===== config.mk =====
export PLATFORM = sky130hd
export DESIGN_NAME = fm_reg_top
export DESIGN_NICKNAME = d
export VERILOG_FILES = /design/src/fm_cfg_pkg.sv /design/src/fm_reg_pkg.sv /design/src/fm_keyon.sv /design/src/fm_reg_decode.sv /design/src/fm_reg_ring.sv /design/src/fm_reg_top.sv /design/src/fm_slot_seq.sv
export SDC_FILE = /design/constraint.sdc
export NUM_CORES = 1
export LEC_CHECK = 0
export BUFFER_PORTS_ARGS = -buffer_cell sky130_fd_sc_hd__buf_2
export CAP_MARGIN = 0
export CELL_PAD_IN_SITES_DETAIL_PLACEMENT = 0
export CELL_PAD_IN_SITES_GLOBAL_PLACEMENT = 1
export CORE_MARGIN = 5
export CORE_UTILIZATION = 57
export CTS_CLUSTER_SIZE = 12
export DETAILED_ROUTE_END_ITERATION = 10
export PLACE_DENSITY = 0.8
export SYNTH_ARGS = -nofsm -noshare
export SYNTH_HDL_FRONTEND = slang
export SYNTH_SLANG_ARGS = --single-unit
export TNS_END_PERCENT = 1

===== constraint.sdc =====
create_clock -name clk -period 4.73 [get_ports clk]
set_clock_uncertainty 0.05 [all_clocks]
set_input_delay 0 -clock clk [delete_from_list [all_inputs] [get_ports clk]]
set_output_delay 0 -clock clk [all_outputs]
set_load 0.005 [all_outputs]

===== src/fm_cfg_pkg.sv =====
`default_nettype none

package fm_cfg_pkg;

    // channel code, 0..2 first half, 4..6 second half
    typedef logic [2:0] ch_t;
    typedef logic [1:0] op_t;

    typedef struct packed {
        ch_t ch;
        op_t op;
    } slot_t;

    typedef enum logic [3:0] {
        wk_none,
        wk_dt_mul,
        wk_tl,
        wk_ks_ar,
        wk_am_dr,
        wk_sr,
        wk_sl_rr,
        wk_ssg,
        wk_fnum_lo,
        wk_alg,
        wk_pan,
        wk_keyon
    } wr_kind_t;

    // bit 8 selects channels 4..6
    typedef logic [8:0] reg_addr_t;

    localparam reg_addr_t addr_keyon = 9'h028;

    // upper nibble of the register groups
    localparam logic [3:0] grp_dt_mul = 4'h3;
    localparam logic [3:0] grp_tl     = 4'h4;
    localparam logic [3:0] grp_ks_ar  = 4'h5;
    localparam logic [3:0] grp_am_dr  = 4'h6;
    localparam logic [3:0] grp_sr     = 4'h7;
    localparam logic [3:0] grp_sl_rr  = 4'h8;
    localparam logic [3:0] grp_ssg    = 4'h9;
    localparam logic [3:0] grp_freq   = 4'ha;
    localparam logic [3:0] grp_alg    = 4'hb;

endpackage

`default_nettype wire


===== src/fm_reg_pkg.sv =====
`default_nettype none

package fm_reg_pkg;
    import fm_cfg_pkg::*;

    typedef struct packed {
        logic [2:0] dt1;
        logic [3:0] mul;
        logic [6:0] tl;
        logic [1:0] ks;
        logic [4:0] ar;
        logic       amen;
        logic [4:0] d1r;
        logic [4:0] d2r;
        logic [3:0] sl;
        logic [3:0] rr;
        logic [3:0] ssg;
    } op_regs_t;

    typedef struct packed {
        logic [2:0]  block;
        logic [10:0] fnum;
        logic [2:0]  fb;
        logic [2:0]  alg;
        logic [1:0]  rl;
        logic [1:0]  ams;
        logic [2:0]  pms;
    } ch_regs_t;

    typedef struct packed {
        wr_kind_t   kind;
        slot_t      slot;
        logic [7:0] data;
        // block and fnum[10:8] from the 0xA4 latch
        logic [5:0] fhi;
    } wr_req_t;

    // operators start fully attenuated
    localparam op_regs_t op_regs_rst = '{tl: 7'h7f, default: '0};
    // both speakers on after reset
    localparam ch_regs_t ch_regs_rst = '{rl: 2'b11, default: '0};

    function automatic op_regs_t merge_op(input op_regs_t cur, input wr_req_t r);
        op_regs_t v;
        v = cur;
        case (r.kind)
            wk_dt_mul: begin
                v.dt1 = r.data[6:4];
                v.mul = r.data[3:0];
            end
            wk_tl: v.tl = r.data[6:0];
            wk_ks_ar: begin
                v.ks = r.data[7:6];
                v.ar = r.data[4:0];
            end
            wk_am_dr: begin
                v.amen = r.data[7];
                v.d1r  = r.data[4:0];
            end
            wk_sr: v.d2r = r.data[4:0];
            wk_sl_rr: begin
                v.sl = r.data[7:4];
                v.rr = r.data[3:0];
            end
            wk_ssg: v.ssg = r.data[3:0];
            default: v = cur;
        endcase
        return v;
    endfunction

    function automatic ch_regs_t merge_ch(input ch_regs_t cur, input wr_req_t r);
        ch_regs_t v;
        v = cur;
        case (r.kind)
            wk_fnum_lo: begin
                v.block = r.fhi[5:3];
                v.fnum  = {r.fhi[2:0], r.data};
            end
            wk_alg: begin
                v.fb  = r.data[5:3];
                v.alg = r.data[2:0];
            end
            wk_pan: begin
                v.rl  = r.data[7:6];
                v.ams = r.data[5:4];
                v.pms = r.data[2:0];
            end
            default: v = cur;
        endcase
        return v;
    endfunction

endpackage

`default_nettype wire


===== src/fm_keyon.sv =====
`timescale 1ns/1ns
`default_nettype none

module fm_keyon
    import fm_cfg_pkg::*;
    import fm_reg_pkg::*;
#(
    parameter int num_ch = 6
) (
    input  logic    clk,
    input  logic    arst_n,
    input  logic    kon_merge,
    input  wr_req_t merge_req,
    input  slot_t   slot,
    output logic    keyon
);

    localparam int n = num_ch * 4;

    logic [n-1:0] ring;
    logic [3:0]   mask;
    logic         bit_in;

    // mask bit 0 (din bit 4) is operator 0
    assign mask   = merge_req.data[7:4];
    assign bit_in = kon_merge ? mask[slot.op] : ring[n-1];
    assign keyon  = ring[n-1];

    always_ff @(posedge clk or negedge arst_n) begin
        if (!arst_n) begin
            ring <= '0;
        end else begin
            ring <= {ring[n-2:0], bit_in};
        end
    end

endmodule

`default_nettype wire


===== src/fm_reg_decode.sv =====
`timescale 1ns/1ns
`default_nettype none

module fm_reg_decode
    import fm_cfg_pkg::*;
    import fm_reg_pkg::*;
#(
    parameter int num_ch = 6
) (
    input  logic       clk,
    input  logic       arst_n,
    input  logic       wr,
    input  reg_addr_t  addr,
    input  logic [7:0] din,
    input  logic       busy,
    output logic       req_valid,
    output wr_req_t    req
);

    wr_kind_t   kind;
    slot_t      target;
    logic       ch_ok;
    logic       fhi_wr;
    logic [5:0] fhi_latch;

    always_comb begin
        kind   = wk_none;
        fhi_wr = 1'b0;
        // operator registers: channel in addr[1:0], operator in addr[3:2]
        target = '{ch: {addr[8], addr[1:0]}, op: addr[3:2]};
        case (addr[7:4])
            grp_dt_mul: kind = wk_dt_mul;
            grp_tl:     kind = wk_tl;
            grp_ks_ar:  kind = wk_ks_ar;
            grp_am_dr:  kind = wk_am_dr;
            grp_sr:     kind = wk_sr;
            grp_sl_rr:  kind = wk_sl_rr;
            grp_ssg:    kind = wk_ssg;
            grp_freq: begin
                target.op = 2'd0;
                // 0xA8 and up belong to the ch3 special mode
                if (!addr[3]) begin
                    if (addr[2]) begin
                        fhi_wr = 1'b1;
                    end else begin
                        kind = wk_fnum_lo;
                    end
                end
            end
            grp_alg: begin
                target.op = 2'd0;
                if (!addr[3]) begin
                    kind = addr[2] ? wk_pan : wk_alg;
                end
            end
            default: begin
                if (addr == addr_keyon) begin
                    kind   = wk_keyon;
                    target = '{ch: din[2:0], op: 2'd0};
                end
            end
        endcase
        // code 3 is a hole, second half absent in 3-channel builds
        ch_ok = (target.ch[1:0] != 2'd3) && ((num_ch == 6) || !target.ch[2]);
    end

    always_ff @(posedge clk or negedge arst_n) begin
        if (!arst_n) begin
            req_valid <= 1'b0;
        end else begin
            req_valid <= wr && ch_ok && (kind != wk_none);
        end
    end

    always_ff @(posedge clk) begin
        if (wr) begin
            req.kind <= kind;
            req.slot <= target;
            req.data <= din;
            req.fhi  <= fhi_latch;
            if (fhi_wr && ch_ok) begin
                fhi_latch <= din[5:0];
            end
        end
    end

    // host must hold off while a write is in flight
    assert property (@(posedge clk) disable iff (!arst_n) wr |-> !busy);

endmodule

`default_nettype wire


===== src/fm_reg_ring.sv =====
`timescale 1ns/1ns
`default_nettype none

module fm_reg_ring #(
    parameter type      payload_t = logic [7:0],
    parameter int       stages    = 6,
    parameter payload_t rst_val   = '0
) (
    input  logic     clk,
    input  logic     arst_n,
    input  logic     merge,
    input  payload_t merge_val,
    output payload_t cur
);

    payload_t sr [stages];

    // tail holds the entry of the current slot
    assign cur = sr[stages-1];

    always_ff @(posedge clk or negedge arst_n) begin
        if (!arst_n) begin
            for (int i = 0; i < stages; i++) begin
                sr[i] <= rst_val;
            end
        end else begin
            // updated entry re-enters at the head
            sr[0] <= merge ? merge_val : sr[stages-1];
            for (int i = 1; i < stages; i++) begin
                sr[i] <= sr[i-1];
            end
        end
    end

endmodule

`default_nettype wire


===== src/fm_reg_top.sv =====
`timescale 1ns/1ns
`default_nettype none

module fm_reg_top
    import fm_cfg_pkg::*;
    import fm_reg_pkg::*;
#(
    parameter int num_ch = 6
) (
    input  logic       clk,
    input  logic       arst_n,
    input  logic       wr,
    input  reg_addr_t  addr,
    input  logic [7:0] din,
    output logic       busy,
    output slot_t      slot,
    output logic       zero,
    output logic       keyon,
    output logic       carrier,
    output op_regs_t   op_regs,
    output ch_regs_t   ch_regs
);

    logic    req_valid;
    wr_req_t req;
    logic    op_merge;
    logic    ch_merge;
    logic    kon_merge;
    wr_req_t merge_req;

    fm_reg_decode #(.num_ch(num_ch)) u_decode (
        .clk       (clk),
        .arst_n    (arst_n),
        .wr        (wr),
        .addr      (addr),
        .din       (din),
        .busy      (busy),
        .req_valid (req_valid),
        .req       (req)
    );

    fm_slot_seq #(.num_ch(num_ch)) u_seq (
        .clk       (clk),
        .arst_n    (arst_n),
        .req_valid (req_valid),
        .req       (req),
        .alg       (ch_regs.alg),
        .slot      (slot),
        .zero      (zero),
        .busy      (busy),
        .op_merge  (op_merge),
        .ch_merge  (ch_merge),
        .kon_merge (kon_merge),
        .merge_req (merge_req),
        .carrier   (carrier)
    );

    // one entry per operator slot
    fm_reg_ring #(
        .payload_t (op_regs_t),
        .stages    (num_ch * 4),
        .rst_val   (op_regs_rst)
    ) u_op_ring (
        .clk       (clk),
        .arst_n    (arst_n),
        .merge     (op_merge),
        .merge_val (merge_op(op_regs, merge_req)),
        .cur       (op_regs)
    );

    // one entry per channel
    fm_reg_ring #(
        .payload_t (ch_regs_t),
        .stages    (num_ch),
        .rst_val   (ch_regs_rst)
    ) u_ch_ring (
        .clk       (clk),
        .arst_n    (arst_n),
        .merge     (ch_merge),
        .merge_val (merge_ch(ch_regs, merge_req)),
        .cur       (ch_regs)
    );

    fm_keyon #(.num_ch(num_ch)) u_keyon (
        .clk       (clk),
        .arst_n    (arst_n),
        .kon_merge (kon_merge),
        .merge_req (merge_req),
        .slot      (slot),
        .keyon     (keyon)
    );

endmodule

`default_nettype wire


===== src/fm_slot_seq.sv =====
`timescale 1ns/1ns
`default_nettype none

module fm_slot_seq
    import fm_cfg_pkg::*;
    import fm_reg_pkg::*;
#(
    parameter int num_ch = 6
) (
    input  logic       clk,
    input  logic       arst_n,
    input  logic       req_valid,
    input  wr_req_t    req,
    input  logic [2:0] alg,
    output slot_t      slot,
    output logic       zero,
    output logic       busy,
    output logic       op_merge,
    output logic       ch_merge,
    output logic       kon_merge,
    output wr_req_t    merge_req,
    output logic       carrier
);

    localparam int sweep = num_ch * 4;

    slot_t      nxt;
    logic       pend_valid;
    wr_req_t    pend;
    logic [1:0] kon_cnt;
    logic       is_op;
    logic       is_ch;
    logic       ch_hit;
    logic       last_hit;

    // channels ascending within an operator, code 3 skipped
    always_comb begin
        nxt = slot;
        if (num_ch == 6) begin
            if (slot.ch == 3'd6) begin
                nxt.ch = 3'd0;
                nxt.op = slot.op + 2'd1;
            end else if (slot.ch[1:0] == 2'd2) begin
                nxt.ch = slot.ch + 3'd2;
            end else begin
                nxt.ch = slot.ch + 3'd1;
            end
        end else begin
            if (slot.ch == 3'd2) begin
                nxt.ch = 3'd0;
                nxt.op = slot.op + 2'd1;
            end else begin
                nxt.ch = slot.ch + 3'd1;
            end
        end
    end

    assign is_op = pend.kind inside {wk_dt_mul, wk_tl, wk_ks_ar, wk_am_dr,
                                     wk_sr, wk_sl_rr, wk_ssg};
    assign is_ch = pend.kind inside {wk_fnum_lo, wk_alg, wk_pan};

    assign ch_hit    = pend_valid && (slot.ch == pend.slot.ch);
    assign op_merge  = ch_hit && is_op && (slot.op == pend.slot.op);
    assign ch_merge  = ch_hit && is_ch;
    assign kon_merge = ch_hit && (pend.kind == wk_keyon);
    // key-on stays pending until all four slots of the channel passed
    assign last_hit  = op_merge || ch_merge || (kon_merge && (kon_cnt == 2'd3));

    always_ff @(posedge clk or negedge arst_n) begin
        if (!arst_n) begin
            slot       <= '0;
            pend_valid <= 1'b0;
            kon_cnt    <= 2'd0;
        end else begin
            slot <= nxt;
            if (req_valid) begin
                pend_valid <= 1'b1;
                kon_cnt    <= 2'd0;
            end else begin
                if (last_hit) begin
                    pend_valid <= 1'b0;
                end
                if (kon_merge) begin
                    kon_cnt <= kon_cnt + 2'd1;
                end
            end
        end
    end

    always_ff @(posedge clk) begin
        if (req_valid) begin
            pend <= req;
        end
    end

    assign merge_req = pend;
    assign busy      = pend_valid || req_valid;
    assign zero      = (slot.ch == 3'd0) && (slot.op == 2'd0);

    always_comb begin
        case (slot.op)
            2'd0:    carrier = (alg == 3'd7);
            2'd1:    carrier = (alg >= 3'd4);
            2'd2:    carrier = (alg >= 3'd5);
            default: carrier = 1'b1;
        endcase
    end

    // decoder should never hand over a second write
    assert property (@(posedge clk) disable iff (!arst_n) req_valid |-> !pend_valid);

    // one zero pulse per sweep
    assert property (@(posedge clk) disable iff (!arst_n)
        zero |=> !zero [* sweep - 1] ##1 zero);

endmodule

`default_nettype wire


* Word-level counts from Yosys, hierarchy flattened *
Index checks and enable logic that the tools add are counted.

cells by class
  $add $sub $neg = 4
  $lt $le $gt $ge = 3
  equality and inequality tests = 30
  mux-type cells = 34
  reduce and logical (&&, ||, !) cells = 24

operators by type and width
  kind                 number
  $mux 44              1
  $pmux 4 s9           1
  $eq 4x3->1 const B   8
  $eq 4x4->1 const B   8
  $mux 7               4
  $mux 27              1
  $mux 4               5
  $mux 14              1
  $eq 4x2->1 const B   3
  $mux 6               2
  $logic_and 1x1->1    10
  $mux 5               2
  $eq 9x6->1 const B   1
  $mux 3               3
  $reduce_or 9->1      1
  $mux 8               1
  $mux 1               7
  $reduce_bool 7->1    1
  $reduce_or 7->1      1
  $eq 2x2->1 const B   3
  $eq 3x3->1 const B   2
  $ge 3x3->1 const B   2
  $mux 2               3
  $add 2x1->2 const B  2
  other kinds (19)     22

storage, ports and cells
  flip-flop bits (word level) = 1,303
  bits of input ports = 20
  output and inout bits = 80
  logic and storage cells = 418

* Longest topological paths before layout *
  word-level depth = 8
  gate-level depth with buffers = 6

* Cells and area by module *
A second synthesis with hierarchy kept.

second synthesis, totals
  cells, all modules = 1,633
  area total of the unflattened synthesis = 36,523.8 um^2

by module, submodules not included
  module                    instances  cells each  area each (um^2)  seq. area each (um^2)
  fm_reg_ring at u_op_ring  1          1,149       27,702.8          26,635.5
  fm_reg_ring at u_ch_ring  1          219         4,702.0           4,068.9
  fm_slot_seq               1          74          1,223.7           890.9
  fm_reg_decode             1          71          1,177.4           895.9
  fm_reg_top                1          90          1,066.0           0.0
  fm_keyon                  1          30          651.9             600.6

* Least setup slack after synthesis *
Ideal clock, no wire load.

  kind = register -> register
  from = register u_seq.slot[1] (netlist name)
  to = register u_op_ring.sr[1049] (netlist name)
  arrival time = 2.200 ns
  data required time = 4.555 ns
  path slack = 2.354 ns
  cell stages (with the launch flop) = 7
  cells stage by stage = dfrtp_1 -> xor2_1 -> or4_4 -> buf_6 -> or4b_1 -> buf_6 -> mux2_4

between the ends
  longest elaborated chain between the ends = 3

RTL lines
  what                           line               source
  $eq 2x2->1                     fm_slot_seq.sv:63  assign op_merge = ch_hit && is_op && (slot.op == pend.slot.op);
  $logic_and 1x1->1              fm_slot_seq.sv:63
  $mux 44                        fm_reg_ring.sv:28  sr[0] <= merge ? merge_val : sr[stages-1];
  end signal, assigned by index  fm_reg_ring.sv:24  sr[i] <= rst_val;
  end signal, assigned by index  fm_reg_ring.sv:30  sr[i] <= sr[i-1];
  end, declared                  fm_reg_ring.sv:16  payload_t sr [stages];

Every way passes these cells.
A chain may end at the register's enable or synchronous reset.

* Worst setup path in the final report *
  from = register u_seq.slot[2] (netlist name)
  to = register u_op_ring.sr[1019] (netlist name)

between the ends
  longest elaborated chain between the ends = 5

RTL lines
  what                            line               source
  $eq 3x3->1                      fm_slot_seq.sv:62  assign ch_hit = pend_valid && (slot.ch == pend.slot.ch);
  $logic_and 1x1->1               fm_slot_seq.sv:62
  $logic_and 1x1->1 (2 in a row)  fm_slot_seq.sv:63
  $mux 44                         fm_reg_ring.sv:28

Every way passes these cells.

==> summary.md <==
| Metric | Value |
|---|---|
| Antenna violations before repair | 5 |
| Endpoints failing hold | 5 |
| Logic pwr share | 1.7% |
| Pint | 16900 uW |
| Setup violators final | 0 |
| Status | finished, violations left |
| HPWL Detailed | 31.0 mm |
| # clock sinks | 1303 |
| Root Buffer | clkbuf_16 |
| RSZ-0062 raised after global routing | false |
| Worst vdd ir | approximately 0.36 mV |
| DIE AREA | 67200 um2 |
| Max Cap Violations | 0 |
| Synth cell types | 56 |
| Ys async rst share | 96.0% |
| Area delta synth->final | 15.2% |
| Post_cts resized | 0 |
| Period minus WS final | 2890 ps |
| Number of synthesized flops with an enable pin | 52 |
| Slack of the critical path | 1840 ps |
| Drt pass-1 iters | 5 |
| Cell Area, Synth | ~35000 um2 |
| Top cell type's share of synthesized area | 75.8% |
| Least-Margin Pin Slew | 1190 ps |
| Placer Congestion | 0.786 |
| Sequential Power Share | 53.6% |
| Std cell rows | 91 |
| Boundary Pins | 100 |
| GRT Util Overall | a little over a fifth |
| Vias per std cell | 4.99 |
| DR vias | between 10000 and 15000 |
| Critical Path Max Stage Delay | 1040 ps |
| Port bufs | 99 |
| Drt wl/cell | 24.5 um |
| Top cells by area, synth | dfrtp_1, dfstp_2, edfxtp_1, mux2_2, buf_4 |
| CP Launch Type | flop |
| Mapped Nets | ~1600 |
| PwrDens | 525 nW/um2 |
| CP max FO | 13 |
| WP data arrival | 3420 ps |
| Largest net degree at the start of global routing | 180 |
| Final hold slack | -28.0 ps |
| Drt first-iter violations | 996 |
| Seq/Total Area, Yosys | 93.5% |
| Fmax | 0.346 GHz |
| Slowest cell on crit path | nor4_4 |
| Nets | 1791 |
| Critical Path RT | 5260 ps |
| Core box area | 61600 um2 |
| Pleak | 0.0207 uW |
| Synth top cells by count | dfrtp_1, dfstp_2, buf_4, mux2_2, edfxtp_1 |
| Place WS | a little over 2000 ps |
| Final WL | ~66 mm |
| CP Class | flop to flop |
| Die Y | 259 um |
| Synth Flop Type | dfrtp_1 |
| Clock buffer count from CTS | 130 |
| Ratio of cells with drive above 1 in the final layout | 29.5% |
| Synth Instances | around 1600 |
| Post-synth top area cell | dfrtp_1 |
| Final antenna-violating net count | 0 |
| Slew margin rel. | 20.6% |
| Crit path cell chain | xnor2_1 > nand3_1 > nor4_4 > mux2_4 |
| Vias in the first global route | between 15000 and 20000 |
| H-tree depth | 4 |
| Crit share post-route | 61.2% |
| Failing checks | negative hold slack |
| Clock share of power | 44.7% |
| Die width | 259 um |
| Initial Util | between 50% and 60% |
| Final slew viol count | 0 |
| Sw Share | 21.0% |
| Worst min path class | input port to async pin |
| Setup_tns | 0 ps |
| Final global-route overflow total | 0 |
| Synth Warn # | 0 |
| Synthesized area per cell | 22.6 um2 |
| DRC Markers | 0 |
| Clock transition at path regs | 60 ps |
| Global-route wire length before repair | 103 mm |
| Post-CTS Setup Bufs | 0 |
| Count leader, synth | dfrtp_1 |
| Synth Register Bits | 1303 |
| P_sw | 4500 uW |
| CTS tree | built |
| Crit. End Element | flop |
| CTS Buffer Depth | 3 |
| Clk_lat worst skew | 690 ps |
path summary, 6_finish.rpt:
kind / from / end / slack (ps) / cells past startpoint
min in group clk: din[5] / u_decode.req[11] / 50 / 2
setup reg to reg: u_seq.slot[2] / u_op_ring.sr[1019] / 1840 / 4
max in group asynchronous: arst_n / u_op_ring.sr[105] / 3100 / 3
setup / recovery: u_seq.slot[2] / u_op_ring.sr[1019] / 1840 / 4
hold / removal: arst_n / u_ch_ring.cur[22] / -30 / 2
hold reg to reg: u_op_ring.sr[682] / u_op_ring.sr[638] / 290 / 0
cell families (layout without fill, tap and decap cells):
logic type	count (synthesis)	count (layout)	synth area share, %
compound gates	23	23	0.470
xor+xnor	6	6	0.149
fa+ha+maj	8	8	0.283
buf+inv	89	372	1.74
flops	1303	1303	93.5
mux	76	76	2.61
other cells	0	1	0
simple gates	59	59	1.22
timing repair:
action / 4_1_cts / 5_1_grt
hold buffers: 27 / 0
hold endpoints to repair: 164 / 0
setup endpoints to repair: 0 / 0
power by group through the flow:
stage                     sequential (uW)  clock (uW)  combinational (uW)
after global placement              11600           0                 322
after detailed placement            11600           0                 342
after global routing                11500       10300                 423
after CTS                           11500        9850                 379
after floorplan                     11600           0                91.5
final                               11500        9560                 365
worst max-delay path: cells and delay by family, from the launching register on:
family           cells  cell delay (ps)
XOR/XNOR             1              270
flip-flops           1              440
multiplexers         1              360
AND/OR/NAND/NOR      2             1660
stage by stage:
step | std cells | hold WS (ps) | utilization (%) | instance area (um2) | total power [uW]
after floorplan | 1564 | -346 | - | 35400 | 11700
after global placement | 2441 | 130 | 59.4 | 36600 | 12000
after detailed placement | 2441 | 132 | 59.4 | 36600 | 12000
after CTS | 2684 | 2.59 | 66.2 | 40800 | 21700
after global routing | 2685 | 29.7 | 66.2 | 40800 | 22200
final | 2685 | -28.0 | 66.2 | 40800 | 21400
cell usage in the layout, fill, tap and decap left out, types with 4 or more instances in the layout:
master,n
dfrtp_1,1071
dfstp_2,180
clkbuf_16,135
buf_2,98
clkbuf_1,60
mux2_2,57
edfxtp_1,52
dlygate4sd3_1,27
buf_4,17
mux2_4,15
nand2_1,10
inv_1,8
ha_1,8
clkbuf_8,8
nand2b_1,5
buf_12,5
nor3_2,4
clkinv_8,4
state kept, by name, summed over array words and instances, names as in the netlist, 2 cells and up:
name	count
u_seq.slot	5
u_op_ring.sr	1012
u_op_ring.cur	44
u_seq.merge_req	23
u_decode.fhi_latch	6
u_keyon.ring	24
u_seq.kon_cnt	2
u_ch_ring.cur	27
u_ch_ring.sr	135
u_decode.req	23
cell type report:
| type | count | area [um2] |
|---|---|---|
| Inverter | 8 | 30.0 |
| Clock inverter | 13 | 181 |
| Sequential cell | 1303 | 33100 |
| Multi-Input combinational cell | 172 | 1680 |
| Antenna cell | 1 | 2.50 |
| Clock buffer | 203 | 3710 |
| Tap cell | 837 | 1050 |
| Fill cell | 3526 | 20800 |
| Timing Repair Buffer | 148 | 1000 |
metal layers:
layer	track usage (%)	up-vias	wire length, um
li1	-	5367	-
met5	0	-	13
met2	33.2	407	32800
met3	4.63	122	3070
met1	29.9	7497	28400
met4	6.83	2	1630
Power figures use the tool's default switching activity.
